File: src/design/mem_access_pkg.sv
////////////////////////////////////////
// shared types and constants for the memory access path
// imported by every design module and by the testbench
////////////////////////////////////////
`default_nettype none

package mem_access_pkg;

    ////////////////////////////////////////
    // sizes
    ////////////////////////////////////////
    localparam int addr_width       = 32;
    localparam int block_width      = 64;
    // tag and response share this width, zero means none
    localparam int tag_width        = 4;
    localparam int op_id_width      = 4;
    // consumer slots owned by fetch at reset
    localparam int fetch_credits    = 2;
    // queue slots, also the upstream's starting credits
    localparam int data_queue_depth = 4;
    // one 8-byte block per fetch
    localparam int fetch_stride     = 8;

    ////////////////////////////////////////
    // encodings
    ////////////////////////////////////////
    typedef enum logic [1:0] {
        bus_none  = 2'd0,
        bus_load  = 2'd1,
        bus_store = 2'd2
    } bus_cmd_e;

    typedef enum logic {
        op_load  = 1'b0,
        op_store = 1'b1
    } data_op_e;

    ////////////////////////////////////////
    // bundles
    ////////////////////////////////////////
    // one command toward memory
    typedef struct packed {
        bus_cmd_e               cmd;
        logic [addr_width-1:0]  addr;
        logic [block_width-1:0] data;
    } mem_req_t;

    // reply from memory, tag of zero means no reply this cycle
    typedef struct packed {
        logic [tag_width-1:0]   tag;
        logic [block_width-1:0] data;
    } mem_reply_t;

    // operation pushed by the upstream into the data queue
    typedef struct packed {
        data_op_e               op;
        logic [op_id_width-1:0] id;
        logic [addr_width-1:0]  addr;
        logic [block_width-1:0] data;
    } data_op_t;

    typedef struct packed {
        logic                   valid;
        logic [addr_width-1:0]  addr;
        logic [block_width-1:0] data;
    } fetch_block_t;

    typedef struct packed {
        logic                   valid;
        logic [op_id_width-1:0] id;
        logic [block_width-1:0] data;
    } load_result_t;

endpackage

`default_nettype wire

File: src/design/data_requester.sv
////////////////////////////////////////
// in-order load/store queue in front of memory
// head goes out as a bus command; each departure returns
// one credit upstream, loads also return their data
////////////////////////////////////////
`default_nettype none

module data_requester (
    input  logic                                   clock,
    input  logic                                   reset,
    input  logic                                   op_valid,
    input  mem_access_pkg::data_op_t               op,
    input  logic                                   accept,
    input  logic                                   reply_valid,
    input  logic [mem_access_pkg::block_width-1:0] reply_data,
    output mem_access_pkg::mem_req_t               request,
    output mem_access_pkg::load_result_t           load_result,
    output logic                                   data_credit
);
    import mem_access_pkg::*;

    localparam int ptr_width = $clog2(data_queue_depth);
    localparam int cnt_width = $clog2(data_queue_depth + 1);

    data_op_t               queue [data_queue_depth];
    logic [ptr_width-1:0]   head;
    logic [ptr_width-1:0]   tail;
    logic [cnt_width-1:0]   count;
    logic                   load_wait;
    data_op_t               head_op;
    logic                   pop;
    logic                   result_valid;
    logic [op_id_width-1:0] result_id;
    logic [block_width-1:0] result_data;

    assign head_op = queue[head];

    // head is blocked while its load waits for a reply
    always_comb begin
        request = '{cmd: bus_none, addr: head_op.addr, data: head_op.data};
        if (count != '0 && !load_wait) begin
            request.cmd = (head_op.op == op_load) ? bus_load : bus_store;
        end
    end

    // store leaves at acceptance, load at its reply
    assign pop = (accept && head_op.op == op_store) || reply_valid;

    assign load_result = '{valid: result_valid, id: result_id, data: result_data};

    ////////////////////////////////////////
    // queue storage
    ////////////////////////////////////////
    // pushes are credit limited so the queue never overflows
    always_ff @(posedge clock) begin
        if (op_valid) begin
            queue[tail] <= op;
        end
    end

    ////////////////////////////////////////
    // pointers, count, credits
    ////////////////////////////////////////
    // depth is a power of two, pointers wrap on their own
    always_ff @(posedge clock or posedge reset) begin
        if (reset) begin
            head         <= '0;
            tail         <= '0;
            count        <= '0;
            load_wait    <= 1'b0;
            data_credit  <= 1'b0;
            result_valid <= 1'b0;
        end else begin
            if (op_valid) begin
                tail <= tail + 1'b1;
            end
            if (pop) begin
                head <= head + 1'b1;
            end
            case ({op_valid, pop})
                2'b10:   count <= count + 1'b1;
                2'b01:   count <= count - 1'b1;
                default: count <= count;
            endcase
            // accepted load parks the head until its data returns
            if (accept && head_op.op == op_load) begin
                load_wait <= 1'b1;
            end else if (reply_valid) begin
                load_wait <= 1'b0;
            end
            data_credit  <= pop;
            result_valid <= reply_valid;
        end
    end

    // load result payload
    always_ff @(posedge clock) begin
        if (reply_valid) begin
            result_id   <= head_op.id;
            result_data <= reply_data;
        end
    end

endmodule

`default_nettype wire

File: src/design/fetch_requester.sv
////////////////////////////////////////
// sequential instruction block fetch
// one load in flight, gated by consumer buffer credits
////////////////////////////////////////
`default_nettype none

module fetch_requester (
    input  logic                                  clock,
    input  logic                                  reset,
    input  logic                                  fetch_credit,
    input  logic                                  accept,
    input  logic                                  reply_valid,
    input  logic [mem_access_pkg::block_width-1:0] reply_data,
    output mem_access_pkg::mem_req_t              request,
    output mem_access_pkg::fetch_block_t          fetch_block
);
    import mem_access_pkg::*;

    logic [addr_width-1:0]                fetch_addr;
    logic [$clog2(fetch_credits+1)-1:0]   credits;
    logic                                 pending;
    logic                                 block_valid;
    logic [addr_width-1:0]                block_addr;
    logic [block_width-1:0]               block_data;

    // ask only with a free slot downstream and nothing outstanding
    assign request.cmd  = (credits != '0 && !pending) ? bus_load : bus_none;
    assign request.addr = fetch_addr;
    assign request.data = '0;

    assign fetch_block = '{valid: block_valid, addr: block_addr, data: block_data};

    ////////////////////////////////////////
    // control state
    ////////////////////////////////////////
    always_ff @(posedge clock or posedge reset) begin
        if (reset) begin
            fetch_addr  <= '0;
            credits     <= ($clog2(fetch_credits+1))'(fetch_credits);
            pending     <= 1'b0;
            block_valid <= 1'b0;
        end else begin
            // slot spent at acceptance, returned by the consumer
            case ({fetch_credit, accept})
                2'b10:   credits <= credits + 1'b1;
                2'b01:   credits <= credits - 1'b1;
                default: credits <= credits;
            endcase
            if (accept) begin
                pending <= 1'b1;
            end else if (reply_valid) begin
                pending    <= 1'b0;
                fetch_addr <= fetch_addr + addr_width'(fetch_stride);
            end
            block_valid <= reply_valid;
        end
    end

    // block payload, captured with the address it was fetched from
    always_ff @(posedge clock) begin
        if (reply_valid) begin
            block_addr <= fetch_addr;
            block_data <= reply_data;
        end
    end

endmodule

`default_nettype wire

File: src/design/mem_access_top.sv
////////////////////////////////////////
// memory access top level
// fetch and data requesters side by side on one memory port
////////////////////////////////////////
`default_nettype none

module mem_access_top (
    input  logic                                 clock,
    input  logic                                 reset,
    input  logic                                 fetch_credit,
    input  logic                                 op_valid,
    input  mem_access_pkg::data_op_t             op,
    output logic                                 data_credit,
    output mem_access_pkg::fetch_block_t         fetch_block,
    output mem_access_pkg::load_result_t         load_result,
    output mem_access_pkg::mem_req_t             mem_req,
    input  logic [mem_access_pkg::tag_width-1:0] mem_response,
    input  mem_access_pkg::mem_reply_t           mem_reply
);
    import mem_access_pkg::*;

    ////////////////////////////////////////
    // requester to arbiter wires
    ////////////////////////////////////////
    mem_req_t               fetch_request;
    mem_req_t               data_request;
    logic                   fetch_accept;
    logic                   data_accept;
    logic                   fetch_reply_valid;
    logic                   data_reply_valid;
    // reply data fans out to both, valids pick the owner
    logic [block_width-1:0] reply_data;

    fetch_requester i_fetch (
        .clock       (clock),
        .reset       (reset),
        .fetch_credit(fetch_credit),
        .accept      (fetch_accept),
        .reply_valid (fetch_reply_valid),
        .reply_data  (reply_data),
        .request     (fetch_request),
        .fetch_block (fetch_block)
    );

    data_requester i_data (
        .clock      (clock),
        .reset      (reset),
        .op_valid   (op_valid),
        .op         (op),
        .accept     (data_accept),
        .reply_valid(data_reply_valid),
        .reply_data (reply_data),
        .request    (data_request),
        .load_result(load_result),
        .data_credit(data_credit)
    );

    mem_arbiter i_arbiter (
        .clock            (clock),
        .reset            (reset),
        .fetch_request    (fetch_request),
        .data_request     (data_request),
        .mem_response     (mem_response),
        .mem_reply        (mem_reply),
        .mem_req          (mem_req),
        .fetch_accept     (fetch_accept),
        .data_accept      (data_accept),
        .fetch_reply_valid(fetch_reply_valid),
        .data_reply_valid (data_reply_valid),
        .reply_data       (reply_data)
    );

endmodule

`default_nettype wire

File: src/design/mem_arbiter.sv
////////////////////////////////////////
// shared memory port for fetch and data traffic
// data side wins, tags are owned per requester and
// replies are steered back by tag match
////////////////////////////////////////
`default_nettype none

module mem_arbiter (
    input  logic                                   clock,
    input  logic                                   reset,
    input  mem_access_pkg::mem_req_t               fetch_request,
    input  mem_access_pkg::mem_req_t               data_request,
    input  logic [mem_access_pkg::tag_width-1:0]   mem_response,
    input  mem_access_pkg::mem_reply_t             mem_reply,
    output mem_access_pkg::mem_req_t               mem_req,
    output logic                                   fetch_accept,
    output logic                                   data_accept,
    output logic                                   fetch_reply_valid,
    output logic                                   data_reply_valid,
    output logic [mem_access_pkg::block_width-1:0] reply_data
);
    import mem_access_pkg::*;

    logic                 sel_data;
    logic                 accepted;
    logic [tag_width-1:0] fetch_tag;
    logic                 fetch_tag_valid;
    logic [tag_width-1:0] load_tag;
    logic                 load_tag_valid;
    logic                 reply_present;

    ////////////////////////////////////////
    // request side
    ////////////////////////////////////////
    // data first, fetch only when the data side is idle
    assign sel_data = (data_request.cmd != bus_none);
    assign mem_req  = sel_data ? data_request : fetch_request;

    // nonzero response is a tag, zero means retry next cycle
    assign accepted     = (mem_response != '0) && (mem_req.cmd != bus_none);
    assign data_accept  = accepted && sel_data;
    assign fetch_accept = accepted && !sel_data;

    ////////////////////////////////////////
    // reply side
    ////////////////////////////////////////
    assign reply_present     = (mem_reply.tag != '0);
    assign fetch_reply_valid = reply_present && fetch_tag_valid && mem_reply.tag == fetch_tag;
    assign data_reply_valid  = reply_present && load_tag_valid && mem_reply.tag == load_tag;
    assign reply_data        = mem_reply.data;

    // tag ownership, one fetch and one load in flight at most
    always_ff @(posedge clock or posedge reset) begin
        if (reset) begin
            fetch_tag       <= '0;
            fetch_tag_valid <= 1'b0;
            load_tag        <= '0;
            load_tag_valid  <= 1'b0;
        end else begin
            // free on reply
            if (fetch_reply_valid) begin
                fetch_tag_valid <= 1'b0;
            end
            if (data_reply_valid) begin
                load_tag_valid <= 1'b0;
            end
            // claim on acceptance
            if (fetch_accept) begin
                fetch_tag       <= mem_response;
                fetch_tag_valid <= 1'b1;
            end
            // stores never reply, no owner kept
            if (data_accept && data_request.cmd == bus_load) begin
                load_tag       <= mem_response;
                load_tag_valid <= 1'b1;
            end
        end
    end

endmodule

`default_nettype wire

File: config.mk
export PLATFORM = sky130hd
export DESIGN_NAME = mem_access_top
export DESIGN_NICKNAME = d
export VERILOG_FILES = /design/src/design/mem_access_pkg.sv /design/src/design/data_requester.sv /design/src/design/fetch_requester.sv /design/src/design/mem_access_top.sv /design/src/design/mem_arbiter.sv
export SDC_FILE = /design/constraint.sdc
export NUM_CORES = 1
export LEC_CHECK = 0
export BUFFER_PORTS_ARGS = -buffer_cell sky130_fd_sc_hd__buf_2
export CORE_UTILIZATION = 39
export DETAILED_ROUTE_END_ITERATION = 8
export PLACE_DENSITY = 0.7
export SETUP_SLACK_MARGIN = 0.4
export SYNTH_ARGS = -nofsm -noshare
export SYNTH_HDL_FRONTEND = slang
export SYNTH_SLANG_ARGS = --single-unit
File: constraint.sdc
create_clock -name clock -period 5.8 [get_ports clock]
set_input_delay 0.87 -clock clock [delete_from_list [all_inputs] [get_ports clock]]
set_output_delay 0.87 -clock clock [all_outputs]
set_load 0.005 [all_outputs]
After elaboration in Yosys (flattened, before gate mapping)

Memory sizes are Yosys's and may differ from the RTL's.
Cells that the tools add are included.
W data, S select, Z words.

Reductions and logical operators: 28
Add/sub/neg operators: 7
Equal/unequal tests: 7
Bitwise gates (word level): 2
Mux-type cells: 13

Operators with widths:

| operator                | count |
|---|---|
| $mux W98                | 1 |
| $add A32 B4 Y32 const B | 1 |
| $reduce_bool A2 Y1      | 8 |
| $logic_and A1 B1 Y1     | 12 |
| $eq A4 B4 Y1            | 2 |
| $mux W1                 | 8 |
| $reduce_bool A4 Y1      | 2 |
| $add A2 B1 Y2 const B   | 3 |
| $eq A2 B1 Y1 const B    | 3 |
| $pmux W3 S2             | 1 |
| $eq A2 B2 Y1 const B    | 2 |
| $mux W2                 | 2 |
| $pmux W2 S2             | 1 |
| $add A3 B1 Y3 const B   | 1 |
| $logic_not A1 Y1        | 3 |
| $reduce_bool A3 Y1      | 1 |
| $sub A3 B1 Y3 const B   | 1 |
| $not A1 Y1              | 2 |
| $reduce_and A2 Y1       | 1 |
| $sub A2 B1 Y2 const B   | 1 |
| $logic_or A1 B1 Y1      | 1 |

Flip-flop bits (word level): 219
Logic and storage cells: 75
Memories: 1
Bits in writable memories: 404
Input bits: 177
Output and inout port bits: 265

Memories:

| name         | depth | bits a word | read ports | clocked after Yosys merged registers in | wr ports | RTL line             | RTL |
|---|---|---|---|---|---|---|---|
| i_data.queue | 4     | 101         | 1          | 0                                       | 1        | data_requester.sv:25 | `data_op_t queue [data_queue_depth];` |

Longest topological paths before layout

Word-level depth: 12
Depth in mapped cells: 10
Gate-level depth less buffers: 9

Cells and area by module

A second synthesis with hierarchy kept.

Cell total of the unflattened synthesis: 1258
Area, all modules: 24910.1 µm²

Modules (own cells, without submodules):

| module          | seq. area each (µm²) | area each (µm²) | instances | cells each |
|---|---|---|---|---|
| data_requester  | 14423.8              | 17820.8         | 1         | 740 |
| fetch_requester | 3619.7               | 4880.9          | 1         | 298 |
| mem_arbiter     | 250.2                | 2208.4          | 1         | 220 |

Worst setup path after synthesis

No wires, ideal clock.

Path type: input to register
From: in mem_reply[67] (netlist bit)
To: reg i_fetch.fetch_addr[7]
Path buffers: 0
Slack: 1351 ps
Cell stages on the path: 5
Data required time: 5676 ps
Arrival: 4325 ps
Library setup time: 124 ps
Cells stage by stage: xnor2_1 > nand4_1 > nor2_2 > nand4_1 > xnor2_1

Cells in the longest elaborated chain, start to end: 4
Elaborated cells between the ends (all ways): 5
Those cells by class: eq/ne (1); reduce/logical (4)

RTL lines:

| item                                 | RTL line              | RTL |
|---|---|---|
| from (decl)                          | mem_access_top.sv:18  | `input mem_access_pkg::mem_reply_t mem_reply` |
| $reduce_bool A4 Y1                   | mem_arbiter.sv:47     | `assign reply_present = (mem_reply.tag != '0);` |
| $logic_and A1 B1 Y1                  | mem_arbiter.sv:48     | `assign fetch_reply_valid = reply_present && fetch_tag_valid && mem_reply.tag == fetch_tag;` |
| $logic_and A1 B1 Y1 *                | mem_arbiter.sv:48     |  |
| via fetch_reply_valid                | mem_access_top.sv:29  | `logic fetch_reply_valid;` |
| $reduce_and A2 Y1 (no source line) * | n/a                   |  |
| to (signal assigned)                 | fetch_requester.sv:53 | `fetch_addr <= fetch_addr + addr_width'(fetch_stride);` |
| to (decl)                            | fetch_requester.sv:19 | `logic [addr_width-1:0] fetch_addr;` |

Mark *: on every way through the listed nets, which the timed path passes. The rest lies on a longest branch.
A chain may end at the register's enable or synchronous reset.

==> metrics.yaml <==
outcome:
  status: "completed"
routing:
  wl_met1_mm: 18.82
  route.met2.wl_mm: 25.76
  drt_iter0_markers: 767
  drt_first_pass_iters: 5
  wirelength_mm: 50.39
  drc: 0
  vias_per_cell: 4.899
  drtAntennaViolNets: 0
  wl_per_cell_um: 21.37
  wl_met3_mm: 4.297
  num_vias: 11553
  top_layer: "met5"
clocking:
  cts.sinks: 617
  post-cts-setup-buffers: 0
  holdBufCountCts: 0
  clk_latency_ns: 0.59
  clk_pin_slew_ns: 0.06
  cts_max_level: 3
  clock_path_buffers: 3
  root_buffer: "clkbuf_16"
  post_cts_resized: 0
  cts_buffers: 66
  tritoncts: "built"
power:
  p_clk_frac: 0.310
  powerDensity_nw_per_um2: 466.5
  p_switching_mw: 3.540
  swShare: 0.2725
  p_int_mw: 9.451
  power_leakage_nw: 10.28
  pwr-share-comb: 0.219
  seq_power_share: 0.471
  fin_total_pwr_mw: 12.99
  vdd_drop_max_uv: 300.6
layout:
  area_delta_synth_final_pct: 22.95
  final_util: 0.4892
  final_cells: 2358
  nets: 1737
  design_area_um2: 27850
  drive_gt1_frac: 0.4244
global_routing:
  grt_max_degree: 99
  grt_pass1_vias: 12019
  antenna_found_initial: 19
  grt_pass1_wl_mm: 74.80
  grt_overflow: 0
  gr-usage-all-layers: 0.1709
setup_path:
  required_ns: 4.93
  worstSetupEndpointType: "output port"
  slowest_delay_ns: 0.99
  crit_family: "flip-flops"
  cp_max_fo: 39
  critical_path_class: "reg2out"
  crit_buf_inv: 2
  cp.arrival_ns: 2.91
  cp-start-kind: "flip-flop"
  slowest_stage: "dfrtp_4"
  cp_cell_sequence: "buf_4, mux4_2, and2_1, buf_2"
sta:
  min_period_over_period: 0.6518
  hold_viol: 0
  min_period_ns: 3.780
  slew_violations: 0
  grt_setup_unrepaired: "false"
  max_slew_margin: 0.3710
  setup_slack_ns: 2.020
  setup_viol: 0
  clock_skew_ns: 0.01576
  worst_pin_slew_ns: 0.9384
  holdWs_ns: 0.4709
  fmax_mhz: 264.5
  fin_tns_setup_ns: 0
place:
  routabilityCongestion: 0.8233
  dp_hpwl_mm: 33.58
  pre_cts_ws_ns: 2.425
  place_area_um2: 25770
  dpl.cell_count: 2240
  portBuffers: 438
synthesis:
  synth.area.top_cells: "edfxtp_1, mux4_2, dfrtp_1, and2_1, nand2_1"
  yosysWarnings: 0
  synth_top_area_frac: 0.7490
  ys_seq_area_frac: 0.8065
  syn_inst: 1070
  yosysUniqueCellTypes: 36
  synthesis.area_um2: 22650
  avgSynthCellArea_um2: 21.17
  yosysTopAreaCell: "edfxtp_1"
  ys_ff_latch: 617
die:
  dieArea_um2: 59050
  die_x_um: 243
  die_height_um: 243
  core_um2: 56930
  num_io_pins: 442
  start_util: 0.3979
  num_rows: 87
job:
  drv_cap: 0
min_path:
  hold_path.class: "in2async"
[routing by layer]
layer	vias up	track usage
li1	5165	-
met1	5786	0.1975
met2	468	0.2952
met3	106	0.06269
met4	28	0.05216
met5	-	0
[cells in the mapped netlist]
cell type and instances:
edfxtp_1 565, mux4_2 101, nand2_1 98, and2_1 73, dfrtp_1 51, xnor2_1 37
buf_4 14, clkbuf_1 14, nand3_1 14, inv_1 12, nand4_1 10, buf_1 9
mux2_2 9, and3_1 8, buf_2 8, ha_1 7, xor2_1 7, nor2_1 6
a21oi_1 3, and4_1 3, nor3_2 3, a21o_1 2, o21ai_0 2, or3_1 2
conb_1 1, dfstp_2 1, fa_1 1, mux2i_1 1, nor2_2 1, nor3_1 1
nor3_4 1, nor4_2 1, o32ai_2 1, o41ai_2 1, or2_1 1, or2_2 1
[final cells by class]
| type | count | area [um^2] |
|---|---|---|
| Sequential cell | 617 | 18280 |
| Multi-Input combinational cell | 398 | 4141 |
| Fill cell | 4674 | 29080 |
| Timing Repair Buffer | 457 | 2360 |
| Tap cell | 756 | 945.9 |
| Antenna cell | 2 | 5.005 |
| Inverter | 12 | 45.04 |
| Clock buffer | 87 | 1804 |
| Clock inverter | 29 | 272.8 |
[worst register-to-register path: stages, from the launching register on]
cell     delay (ns)
dfrtp_4        0.99
mux4_2         0.44
inv_1          0.08
o32ai_2        0.46
ha_1           0.28
inv_1          0.06
fa_1           0.37
xor2_1         0.15
nor2_1         0.12
xor2_1         0.15
[cell usage in the layout (no fill, tap or decap), types with 9 or more instances in the layout]
master,instances
edfxtp_1,565
buf_2,438
mux4_2,101
nand2_1,98
and2_1,69
clkbuf_16,69
dfrtp_1,49
xnor2_1,37
clkbuf_1,17
buf_4,17
nand3_1,14
nand4_1,10
inv_1,10
mux2_2,9
[cells by family (layout without fill, tap and decap cells)]
| kind of cell | Yosys count | after routing | share of synthesized area |
|---|---|---|---|
| flip-flops | 617 | 617 | 0.8065 |
| AND/OR/NAND/NOR | 223 | 223 | 0.05082 |
| multiplexers | 111 | 111 | 0.1053 |
| buffers and inverters | 57 | 585 | 0.01221 |
| XOR/XNOR | 44 | 44 | 0.01701 |
| AO/OA/AOI/OAI | 9 | 9 | 0.003204 |
| adder cells (fa/ha/maj) | 8 | 8 | 0.004750 |
| other | 1 | 5 | 0.0001656 |
[sequential cells by signal, indices dropped and copies added, names as in the netlist, 2 cells and up]
| signal | cells |
|---|---|
| i_data.result_data | 64 |
| i_data.tail | 2 |
| i_fetch.block_data | 64 |
| i_arbiter.fetch_tag | 4 |
| i_arbiter.load_tag | 4 |
| i_data.head | 2 |
| i_data.queue | 404 |
| i_data.count | 3 |
| i_fetch.block_addr | 29 |
| i_data.result_id | 4 |
| i_fetch.credits | 2 |
| i_fetch.fetch_addr | 29 |
[worst paths after layout]
check | endpoint | slack (ns) | startpoint | depth (start not counted)
worst min-delay path | i_arbiter.fetch_tag[2]$_DFFE_PP0P_ | 0.47 | reset | 3
worst min register to register | i_arbiter.load_tag_valid$_DFFE_PP0P_ | 0.49 | i_arbiter.load_tag_valid$_DFFE_PP0P_ | 1
max in group asynchronous | i_data.head[1]$_DFFE_PP0N_ | 4.79 | reset | 3
min in group clock | i_fetch.block_data[0]$_DFFE_PP_ | 0.47 | mem_reply[0] | 1
worst max-delay path | mem_req[28] | 2.02 | i_data.head[0]$_DFFE_PP0N_ | 4
worst max register to register | i_data.count[2]$_DFFE_PP0P_ | 2.63 | i_data.head[0]$_DFFE_PP0N_ | 9
[power groups by stage]
stage | clock, mW | sequential (mW) | combinational, mW
after floorplan | 0 | 6.08 | 1.92
after CTS | 4.13 | 6.15 | 2.93
after global routing | 4.29 | 6.21 | 3.10
after global placement | 0 | 6.19 | 2.89
final | 4.02 | 6.12 | 2.84
after detailed placement | 0 | 6.24 | 2.91
Power figures use the tool's default switching activity.
